`config.mk`:
```
export PLATFORM = sky130hd
export DESIGN_NAME = mister_shell
export DESIGN_NICKNAME = d
export VERILOG_FILES = /design/src/hdl/mister_pkg.sv /design/src/hdl/hps_dwnld.sv /design/src/hdl/status_decode.sv /design/src/hdl/video_resync.sv /design/src/hdl/ddr_arbiter.sv /design/src/hdl/mister_shell.sv
export VERILOG_INCLUDE_DIRS = /design/src /design/src/include
export SDC_FILE = /design/constraint.sdc
export NUM_CORES = 1
export LEC_CHECK = 0
export BUFFER_PORTS_ARGS = -buffer_cell sky130_fd_sc_hd__buf_2
export CORE_AREA = 10 10 144 146
export CTS_BUF_LIST = sky130_fd_sc_hd__clkbuf_2 sky130_fd_sc_hd__clkbuf_4 sky130_fd_sc_hd__clkbuf_8
export CTS_CLUSTER_DIAMETER = 50
export DETAILED_ROUTE_END_ITERATION = 12
export DIE_AREA = 0 0 154 156
export PLACE_DENSITY = 0.73
export SLEW_MARGIN = 10
export SYNTH_ARGS = -nofsm -noshare
export SYNTH_HDL_FRONTEND = slang
export SYNTH_HIERARCHICAL = 1
export SYNTH_SLANG_ARGS = --single-unit
```
`constraint.sdc`:
```
create_clock -name clk_sys -period 4 [get_ports clk_sys]
set_input_delay 0 -clock clk_sys [delete_from_list [all_inputs] [get_ports clk_sys]]
set_output_delay 0 -clock clk_sys [all_outputs]
set_load 0.02 [all_outputs]
```
`src/include/mister_cfg.svh`:
```
// Widths, HPS file indices and status word bit positions
// shared by the shell, its package and its blocks

`ifndef MISTER_CFG_SVH
`define MISTER_CFG_SVH

// Bus widths
`define MR_STATUS_W      64
`define MR_ADDR_W        27
`define MR_DDR_ADDR_W    29
`define MR_DDR_BCNT_W    8

// File indices on the HPS stream
`define MR_IDX_ROM       0
`define MR_IDX_MOD       1
`define MR_IDX_CHEAT     16
`define MR_IDX_DIP       254

// Status word fields
`define MR_ST_HSIZE_EN   19
// Four bits, horizontal scale factor
`define MR_ST_HSCALE_LO  20
// Four bits each, CRT position offsets
`define MR_ST_HOFS_LO    24
`define MR_ST_VOFS_LO    28
// Three bits of mask type, then the 2x flag
`define MR_ST_SHMASK_LO  32
`define MR_ST_SHMASK_2X  35
`define MR_ST_DB15       36

// Sync delay line depth
`define MR_OFS_TAPS      16

`endif

```
`src/hdl/mister_pkg.sv`:
```
// Data types shared across the shell blocks

`default_nettype none

`include "mister_cfg.svh"

package mister_pkg;

    // HPS stream
    typedef logic [7:0]                  byte_t;
    typedef logic [`MR_ADDR_W-1:0]       hps_addr_t;

    // Settings
    typedef logic [`MR_STATUS_W-1:0]     status_t;
    typedef logic [3:0]                  offset_t;
    typedef logic [31:0]                 word32_t;

    // DDR port
    typedef logic [`MR_DDR_ADDR_W-1:0]   ddr_addr_t;
    typedef logic [`MR_DDR_BCNT_W-1:0]   burst_t;

endpackage

`default_nettype wire

```
`src/hdl/hps_dwnld.sv`:
```
// HPS write stream router
// ROM bytes go to the programming port under a wait handshake,
// setting bytes go into the core mode, cheat and DIP registers

`default_nettype none
`timescale 1ns/1ps

`include "mister_cfg.svh"

module hps_dwnld (
    input  logic                    clk_sys,
    input  logic                    rst,
    input  logic                    hps_download,
    input  logic                    hps_wr,
    input  mister_pkg::byte_t       hps_index,
    input  mister_pkg::hps_addr_t   hps_addr,
    input  mister_pkg::byte_t       hps_dout,
    input  logic                    prog_rdy,
    output logic                    hps_wait,
    output logic                    ioctl_rom_wr,
    output mister_pkg::hps_addr_t   ioctl_addr,
    output mister_pkg::byte_t       ioctl_dout,
    output logic                    downloading,
    output mister_pkg::byte_t       core_mod,
    output mister_pkg::word32_t     cheat,
    output mister_pkg::word32_t     dipsw
);

    import mister_pkg::*;

    logic take;
    logic is_rom;
    logic is_mod;
    logic is_cheat;
    logic is_dip;

    // Replace one byte lane of a 32-bit settings word
    function automatic word32_t put_byte(
        input word32_t    w,
        input logic [1:0] lane,
        input byte_t      b
    );
        word32_t r;
        r = w;
        r[{lane, 3'b000} +: 8] = b;
        return r;
    endfunction

    // Source holds hps_wr low while we stall it
    assign take     = hps_wr & ~hps_wait;

    assign is_rom   = hps_index == byte_t'(`MR_IDX_ROM);
    assign is_mod   = hps_index == byte_t'(`MR_IDX_MOD);
    assign is_cheat = hps_index == byte_t'(`MR_IDX_CHEAT);
    assign is_dip   = hps_index == byte_t'(`MR_IDX_DIP);

    // ROM handshake
    always_ff @(posedge clk_sys) begin
        if (rst) begin
            ioctl_rom_wr <= 1'b0;
            hps_wait     <= 1'b0;
            downloading  <= 1'b0;
        end else begin
            ioctl_rom_wr <= take & is_rom;
            downloading  <= hps_download & is_rom;
            if (take && is_rom) begin
                hps_wait <= 1'b1;
            end else if (prog_rdy) begin
                // Loader has consumed the byte
                hps_wait <= 1'b0;
            end
        end
    end

    // ROM payload, valid with the write pulse
    always_ff @(posedge clk_sys) begin
        if (take && is_rom) begin
            ioctl_addr <= hps_addr;
            ioctl_dout <= hps_dout;
        end
    end

    // Settings words, written byte by byte
    always_ff @(posedge clk_sys) begin
        if (rst) begin
            core_mod <= '0;
            cheat    <= '0;
            dipsw    <= '0;
        end else if (take) begin
            // Core mode is a single byte at offset 0
            if (is_mod && hps_addr[1:0] == 2'd0) begin
                core_mod <= hps_dout;
            end
            if (is_cheat) begin
                cheat <= put_byte(cheat, hps_addr[1:0], hps_dout);
            end
            if (is_dip) begin
                dipsw <= put_byte(dipsw, hps_addr[1:0], hps_dout);
            end
        end
    end

endmodule

`default_nettype wire

```
`src/hdl/status_decode.sv`:
```
// OSD status word decoder
// Registers CRT offsets, scaling, shadow mask and DB15 fields,
// and builds the mask that hides unused menu items

`default_nettype none
`timescale 1ns/1ps

`include "mister_cfg.svh"

module status_decode (
    input  logic                    clk_sys,
    input  logic                    rst,
    input  mister_pkg::status_t     status,
    input  logic                    vertical,
    input  logic                    rotate,
    output mister_pkg::offset_t     hoffset,
    output mister_pkg::offset_t     voffset,
    output logic                    hsize_enable,
    output mister_pkg::offset_t     hsize_scale,
    output logic [2:0]              shadowmask,
    output logic                    shadowmask_2x,
    output logic                    shadowmask_rot,
    output logic                    db15_en,
    output logic [15:0]             status_menumask
);

    logic [2:0] shmask_in;
    logic       hsize_in;

    assign shmask_in = status[`MR_ST_SHMASK_LO +: 3];
    assign hsize_in  = status[`MR_ST_HSIZE_EN];

    always_ff @(posedge clk_sys) begin
        if (rst) begin
            hoffset         <= '0;
            voffset         <= '0;
            hsize_enable    <= 1'b0;
            hsize_scale     <= '0;
            shadowmask      <= '0;
            shadowmask_2x   <= 1'b0;
            shadowmask_rot  <= 1'b0;
            db15_en         <= 1'b0;
            status_menumask <= '0;
        end else begin
            hoffset         <= status[`MR_ST_HOFS_LO +: 4];
            voffset         <= status[`MR_ST_VOFS_LO +: 4];
            hsize_enable    <= hsize_in;
            hsize_scale     <= status[`MR_ST_HSCALE_LO +: 4];
            shadowmask      <= shmask_in;
            shadowmask_2x   <= status[`MR_ST_SHMASK_2X];
            // Mask turns with the screen only on vertical games
            shadowmask_rot  <= vertical & rotate;
            db15_en         <= status[`MR_ST_DB15];
            // High bit hides the item, bit 0 was direct video
            status_menumask <= {12'd0, shmask_in == 3'd0, ~hsize_in, ~vertical, 1'b0};
        end
    end

endmodule

`default_nettype wire

```
`src/hdl/video_resync.sv`:
```
// CRT position adjust
// Delays hs by a number of pixels and vs by a number of lines,
// each through a tap line with a selectable output tap

`default_nettype none
`timescale 1ns/1ps

`include "mister_cfg.svh"

module video_resync (
    input  logic                    clk_sys,
    input  logic                    rst,
    input  logic                    pxl_cen,
    input  logic                    hs,
    input  logic                    vs,
    input  mister_pkg::offset_t     hoffset,
    input  mister_pkg::offset_t     voffset,
    output logic                    hs_out,
    output logic                    vs_out
);

    logic [`MR_OFS_TAPS-1:0] hs_line;
    logic [`MR_OFS_TAPS-1:0] vs_line;
    logic                    hs_prev;
    logic                    line_start;

    // Tap 0 holds the newest sample
    assign hs_out = hs_line[hoffset];
    assign vs_out = vs_line[voffset];

    // Rising edge of the delayed hs, seen on a pixel enable
    assign line_start = pxl_cen & hs_out & ~hs_prev;

    // Pixel delay
    always_ff @(posedge clk_sys) begin
        if (rst) begin
            hs_line <= '0;
            hs_prev <= 1'b0;
        end else if (pxl_cen) begin
            hs_line <= {hs_line[`MR_OFS_TAPS-2:0], hs};
            hs_prev <= hs_out;
        end
    end

    // Line delay
    always_ff @(posedge clk_sys) begin
        if (rst) begin
            vs_line <= '0;
        end else if (line_start) begin
            vs_line <= {vs_line[`MR_OFS_TAPS-2:0], vs};
        end
    end

endmodule

`default_nettype wire

```
`src/hdl/ddr_arbiter.sv`:
```
// DDR port sharing between the fast loader and the screen rotator
// The loader owns the port while a ROM download runs

`default_nettype none
`timescale 1ns/1ps

module ddr_arbiter (
    input  logic                    clk_sys,
    input  logic                    rst,
    input  logic                    downloading,
    // Loader, read only
    input  logic                    ddrld_rd,
    input  mister_pkg::ddr_addr_t   ddrld_addr,
    input  mister_pkg::burst_t      ddrld_burstcnt,
    output logic                    ddrld_busy,
    // Rotator
    input  logic                    rot_rd,
    input  logic                    rot_we,
    input  mister_pkg::ddr_addr_t   rot_addr,
    input  mister_pkg::burst_t      rot_burstcnt,
    input  logic [7:0]              rot_be,
    output logic                    rot_busy,
    // Memory side
    input  logic                    ddr_busy,
    output logic                    ddr_rd,
    output logic                    ddr_we,
    output mister_pkg::ddr_addr_t   ddr_addr,
    output mister_pkg::burst_t      ddr_burstcnt,
    output logic [7:0]              ddr_be
);

    logic ld_sel;

    // Rotator owns the port out of reset
    always_ff @(posedge clk_sys) begin
        if (rst) begin
            ld_sel <= 1'b0;
        end else begin
            ld_sel <= downloading;
        end
    end

    assign ddr_rd       = ld_sel ? ddrld_rd       : rot_rd;
    assign ddr_we       = ld_sel ? 1'b0           : rot_we;
    assign ddr_addr     = ld_sel ? ddrld_addr     : rot_addr;
    assign ddr_burstcnt = ld_sel ? ddrld_burstcnt : rot_burstcnt;
    assign ddr_be       = ld_sel ? 8'hff          : rot_be;

    // Requester without the port is held off
    assign ddrld_busy   = ld_sel ? ddr_busy : 1'b1;
    assign rot_busy     = ld_sel ? 1'b1     : ddr_busy;

endmodule

`default_nettype wire

```
`src/hdl/mister_shell.sv`:
```
// Shell top level between the platform service bus and the game
// Connects the download router, status decoder, sync delay and DDR arbiter

`default_nettype none
`timescale 1ns/1ps

module mister_shell (
    input  logic                    clk_sys,
    input  logic                    rst,
    // HPS file stream
    input  logic                    hps_download,
    input  logic                    hps_wr,
    input  mister_pkg::byte_t       hps_index,
    input  mister_pkg::hps_addr_t   hps_addr,
    input  mister_pkg::byte_t       hps_dout,
    output logic                    hps_wait,
    // ROM programming and settings registers
    input  logic                    prog_rdy,
    output logic                    ioctl_rom_wr,
    output mister_pkg::hps_addr_t   ioctl_addr,
    output mister_pkg::byte_t       ioctl_dout,
    output logic                    downloading,
    output mister_pkg::byte_t       core_mod,
    output mister_pkg::word32_t     cheat,
    output mister_pkg::word32_t     dipsw,
    // OSD status
    input  mister_pkg::status_t     status,
    input  logic                    rotate,
    output logic                    hsize_enable,
    output mister_pkg::offset_t     hsize_scale,
    output logic [2:0]              shadowmask,
    output logic                    shadowmask_2x,
    output logic                    shadowmask_rot,
    output logic                    db15_en,
    output logic [15:0]             status_menumask,
    // Game video sync
    input  logic                    hs,
    input  logic                    vs,
    input  logic                    pxl_cen,
    output logic                    hs_out,
    output logic                    vs_out,
    // Fast loader requests
    input  logic                    ddrld_rd,
    input  mister_pkg::ddr_addr_t   ddrld_addr,
    input  mister_pkg::burst_t      ddrld_burstcnt,
    output logic                    ddrld_busy,
    // Screen rotator requests
    input  logic                    rot_rd,
    input  logic                    rot_we,
    input  mister_pkg::ddr_addr_t   rot_addr,
    input  mister_pkg::burst_t      rot_burstcnt,
    input  logic [7:0]              rot_be,
    output logic                    rot_busy,
    // Shared DDR port
    output logic                    ddr_rd,
    output logic                    ddr_we,
    output mister_pkg::ddr_addr_t   ddr_addr,
    output mister_pkg::burst_t      ddr_burstcnt,
    output logic [7:0]              ddr_be,
    input  logic                    ddr_busy
);

    import mister_pkg::*;

    // CRT position from the OSD
    offset_t hoffset;
    offset_t voffset;

    // Port names match the top level throughout
    hps_dwnld u_dwnld (.*);

    // Bit 0 of the core mode marks a vertical game
    status_decode u_status (
        .vertical   ( core_mod[0] ),
        .*
    );

    video_resync u_resync (.*);

    ddr_arbiter u_ddrmux (.*);

endmodule

`default_nettype wire

```
# After elaboration in Yosys (flattened, before gate mapping)
# Cells that the tools add are included.
[totals]
ff_bits = 179
latchBits = 0
elab_cells = 64
memories = 0
romBits = 0
ramBits = 0
input_bits = 202
[op_classes]
magnitude_cmp = 2
n_mul = 0
bitwise = 10
add_sub_neg = 1
eq_ne = 3
n_shift = 2
n_reduce_logical = 9
mux = 15
n_div = 0
[ops]
columns = ["cell", "count"]
rows = [
  ["32-bit bitwise mux", 2],
  ["8-bit by 7-bit variable shift with 32-bit output, first input constant", 1],
  ["8-bit by 7-bit indexed part select with 32-bit output", 1],
  ["29-bit two-way mux", 1],
  ["8-bit two-way mux", 2],
  ["4-bit by 5-bit < comparator with 1-bit output, second input constant", 2],
  ["1-bit binary-select mux with 4-bit select", 2],
  ["8-bit by 1-bit == test with 1-bit output, second input constant", 1],
  ["8-bit by 5-bit == test with 1-bit output, second input constant", 1],
  ["8-bit == test, second input constant", 1],
  ["8-bit logical NOT", 1],
  ["1-bit two-way mux", 8],
  ["5-bit negator with 7-bit output", 1],
  ["1-bit bitwise AND", 6],
  ["2-bit AND reduction", 3],
  ["1-bit NOT", 4],
  ["3-bit logical NOT", 1],
  ["1-bit logical AND", 2],
  ["2-bit logical NOT", 1],
  ["2-bit nonzero test", 1],
]

# Longest topological paths before layout
[depth]
word_depth = 4
depth_mapped = 7
depth_no_buf = 5

# By module
# The synthesis kept the hierarchy.
[by_module_without_submodules]
columns = ["module", "n_inst", "cells_each", "area_each_um2"]
rows = [
  ["hps_dwnld", 1, 347, 4383.0],
  ["video_resync", 1, 134, 1510.2],
  ["status_decode", 1, 60, 708.2],
  ["ddr_arbiter", 1, 56, 568.0],
]

# Least setup slack after synthesis
# No wires, ideal clock.
[synth_timing]
path_kind = "register to register"
startpoint = "register u_dwnld.hps_wait"
endpoint = "register u_dwnld.ioctl_addr[0] (enable)"
path_buffers = 0
t_arrival_ns = 3.029
synth_period_minus_slack_ns = 3.500
path_slack_ns = 0.500
setup_ns = 0.471
stages_incl_launch_ff = 4
path_cell_list = "dfxtp_1 nor2_1 nand2_1 nor3_1"
[synth_between]
elab_chain_cells = 3
[synth_rtl]
columns = ["item", "line_no", "source"]
rows = [
  ["start: declaration", "hps_dwnld.sv:19", "output logic hps_wait,"],
  ["start signal: assignment", "hps_dwnld.sv:61", "hps_wait <= 1'b0;"],
  ["start signal: assignment", "hps_dwnld.sv:67", "hps_wait <= 1'b1;"],
  ["start signal: assignment", "hps_dwnld.sv:70", "hps_wait <= 1'b0;"],
  ["1-bit NOT", "hps_dwnld.sv:50", "assign take = hps_wr & ~hps_wait;"],
  ["1-bit bitwise AND", "hps_dwnld.sv:50", ""],
  ["1-bit logical AND", "hps_dwnld.sv:77", "if (take && is_rom) begin"],
  ["end signal: assignment", "hps_dwnld.sv:78", "ioctl_addr <= hps_addr;"],
  ["end: declaration", "hps_dwnld.sv:21", "output mister_pkg::hps_addr_t ioctl_addr,"],
]
# No other way between the ends.
# A chain may end at the register's enable or synchronous reset.

==> flow_summary.yaml <==
synthesis:
  synth.top_cell.area_share_pct: 36.6
  synth_area_leader_cell: "dfxtp_1"
  post_synth_num_cell_types: 42
  yosys_warnings: 6
  ys.flop_type: "dfxtp_1"
  synth_edf_count: 35
  syn_inst: 597
  syn-cell-area_um2: 7170
  syn_area_per_cell_um2: 12.0
  synth_area_leaders: "dfxtp_1 37%, mux2i_1 16%, edfxtp_1 15%"
  synthArstFlopShare_pct: 0
  yosys_register_bits: 166
  yosysSeqAreaShare_pct: 51.2
placement:
  post-place-ws_ns: 1.93
  hpwl_mm: 19.8
  numPortBuffers: 330
  dp_cells: 1128
  place_congestion: 0.880
drt:
  first_iter_violations: 219
  detail_route.wl_per_cell_um: 20.6
  vias: 5930
  vias_per_cell: 4.80
  route.detailed.drc: 0
  totalWireLength_mm: 25.5
  first_pass_iters: 4
  ant_nets: 0
clocking:
  insertion_delay_ns: 0.46
  clkSlewWorstSetupHoldPaths_ns: 0.11
  cts.sinks: 166
  h-tree-depth: 4
  cts_buffer_depth: 2
  cts_root_buf: "clkbuf_8"
  cts_tree: "yes"
  cts_inserted_buffers: 17
sta:
  finalSetupTns_ns: 0
  fin_ws_ns: 1.72
  slew_viol_final: 0
  fin_crit_sh_pct: 57.0
  min_period_ns: 2.28
  rsz0062_at_grt: "false"
  finalSetupViolations: 0
  fin_skew_ns: 0.0175
  hold_viol_final: 0
  tightestPinTransition_ns: 0.945
  max_freq_mhz: 439
  slew_headroom_pct: 37.0
critical_path:
  reg2reg_depth: 5
  critPathSlowestCell: "buf_4"
  cp_data_arrival_time_ns: 2.62
  criticalPathCategory: "in -> reg"
  cp_max_fo: 95
  crit_required_ns: 4.34
  r2r-end: "u_resync/vs_line[1]$_SDFFE_PP0P_"
  timing.rr.start: "u_status/hoffset[0]$_SDFF_PP0_"
  cpPeakStageDelay_ns: 0.72
  crit_path_cell_trace: "dlygate4sd3_1 > buf_4 > buf_4 > or3b_2 > o41ai_1 > dlygate4sd3_1"
  worstSetupEndpointType: "register"
  start_kind: "input port"
  rrSetupSlack_ns: 1.94
global_route:
  grt_max_degree: 96
  grt_pass1_wl_mm: 37.5
  use_met1_pct: 20.4
  use_met2_pct: 36.9
  antenna_found_initial: 14
  grt.busiest_layer: "met2"
  grt-ovfl-total: 0
  grt_pass1_vias: 6182
  grt_usage_pct: 20.2
  met3_usage_pct: 7.44
layout:
  layout-drive-gt1-share_pct: 42.8
  post-route-util_pct: 56.2
  fin_nets: 1197
  fin_cells: 1236
  final_common_cell: "buf_2"
  num-fill-cells: 1570
  final_cell_mix: "329 x buf_2, 130 x dfxtp_1, 112 x mux2i_1, 100 x nand2b_1, 72 x dlygate4sd3_1"
  areaGrowthSynthToFinish_pct: 40.0
floorplanning:
  rows: 49
  dieArea_um2: 24000
  io_pins: 390
  core_um2: 17800
  fp.dieW_um: 154
  fp.dieH_um: 156
  start_util_pct: 40.2
min_path:
  min_path_cells: 3
  hold_path.class: "in -> reg"
  holdPathEnd: "u_resync/hs_line[2]$_SDFFE_PP0P_"
  holdCritStartpoint: "pxl_cen"
pwr:
  power.total_mw: 3.33
  p_leak_nw: 4.85
  ir_worst_vdd_mv: 0.185
  power_density_nw_per_um2: 332
status:
  status: "finished, final reports clean"
job:
  cap_violations: 0
## Yosys cell counts, types with 3 or more instances
master,instances
dfxtp_1,131
mux2i_1,112
nand2b_1,100
mux2_2,38
edfxtp_1,35
nor2_1,23
nor2b_1,23
nand2_1,19
buf_4,18
clkbuf_1,14
nand3_1,9
or2_1,9
nand3b_1,8
nand4_2,8
buf_6,5
ha_1,5
mux4_2,5
buf_2,4
a22oi_1,3
## kinds of logic after synthesis
kind of cell / count (synthesis) / synth area share [%]
multiplexers: 155 / 23.2
flip-flops: 166 / 51.2
AND/OR/NAND/NOR: 218 / 19.5
adder cells (fa/ha/maj): 5 / 0.873
AO/OA/AOI/OAI: 8 / 1.12
buffers and inverters: 44 / 4.07
other: 1 / 0.0523
## what timing repair did
item / in CTS / in global routing
resized for setup: 0 / 0
hold buffers: 72 / 0
setup buffers: 0 / 0
hold endpoints to repair: 145 / 0
## sequential cells by signal, summed over array words and instances, names as in the netlist
register / flops
u_dwnld/core_mod: 8
u_dwnld/ioctl_rom_wr: 1
u_dwnld/downloading: 1
u_dwnld/dipsw: 32
u_status/hsize_scale: 4
u_status/shadowmask: 3
u_ddrmux/ld_sel: 1
u_dwnld/ioctl_dout: 8
u_resync/vs_line: 16
u_status/shadowmask_2x: 1
u_status/voffset: 4
u_resync/hs_line: 16
u_status/shadowmask_rot: 1
u_status/db15_en: 1
u_dwnld/cheat: 32
u_status/status_menumask: 3
u_dwnld/hps_wait: 1
u_status/hoffset: 4
u_dwnld/ioctl_addr: 27
u_resync/hs_prev: 1
u_status/hsize_enable: 1
## routing by layer
metal,vias up,part of all wire [%]
li1,2844,-
met2,264,53
met5,-,0
met3,45,8.1
met4,0,2.9
met1,2777,35
## worst max-delay path, delay by kind of cell
family | cells | cell delay (ns)
buffers and inverters | 4 | 2.27
AOI/OAI and AO/OA | 1 | 0.06
and+or+nand+nor | 1 | 0.24
## where the power goes
group / internal (mW) / switching, mW
Combinational: 0.189 / 0.196
Sequential: 1.72 / 0.00911
Clock: 0.482 / 0.731
Total: 2.39 / 0.936
## worst max path at each step
stage | start | endpoint | slack [ns]
6_report | rst | u_dwnld/hps_wait$_SDFFE_PP0P_ | 1.72
5_1_grt | rst | u_dwnld/hps_wait$_SDFFE_PP0P_ | 1.60
4_1_cts | u_status/voffset[0]$_SDFF_PP0_ | vs_out | 1.74
3_5_place_dp | u_status/hoffset[0]$_SDFF_PP0_ | u_resync/vs_line[0]$_SDFFE_PP0P_ | 1.93
3_3_place_gp | u_status/hoffset[0]$_SDFF_PP0_ | u_resync/vs_line[7]$_SDFFE_PP0P_ | 1.98
2_1_floorplan | u_dwnld/hps_wait$_SDFFE_PP0P_ | u_dwnld/ioctl_addr[0]$_DFFE_PP_ | 0.50
## metrics by stage
step / hold WS (ns) / instance area (um2)
floorplan: 0.0638 / 7210
global placement: 0.167 / 8890
CTS: 0.0257 / 10000
global route: 0.0539 / 10000
detailed placement: 0.174 / 8890
finish: 0.0779 / 10000
## final cells by class
type / count / area (um2) / share of cell area (%)
sequential: 166 / 3670 / 36.6
multi-input combinational: 399 / 3250 / 32.4
timing repair buffer: 404 / 2390 / 23.8
tap: 229 / 287 / 2.86
clock buffer: 17 / 234 / 2.33
clock inverter: 15 / 178 / 1.77
antenna: 4 / 10.0 / 0.0998
inverter: 2 / 7.51 / 0.0748
(Power assumes the default switching activity.)
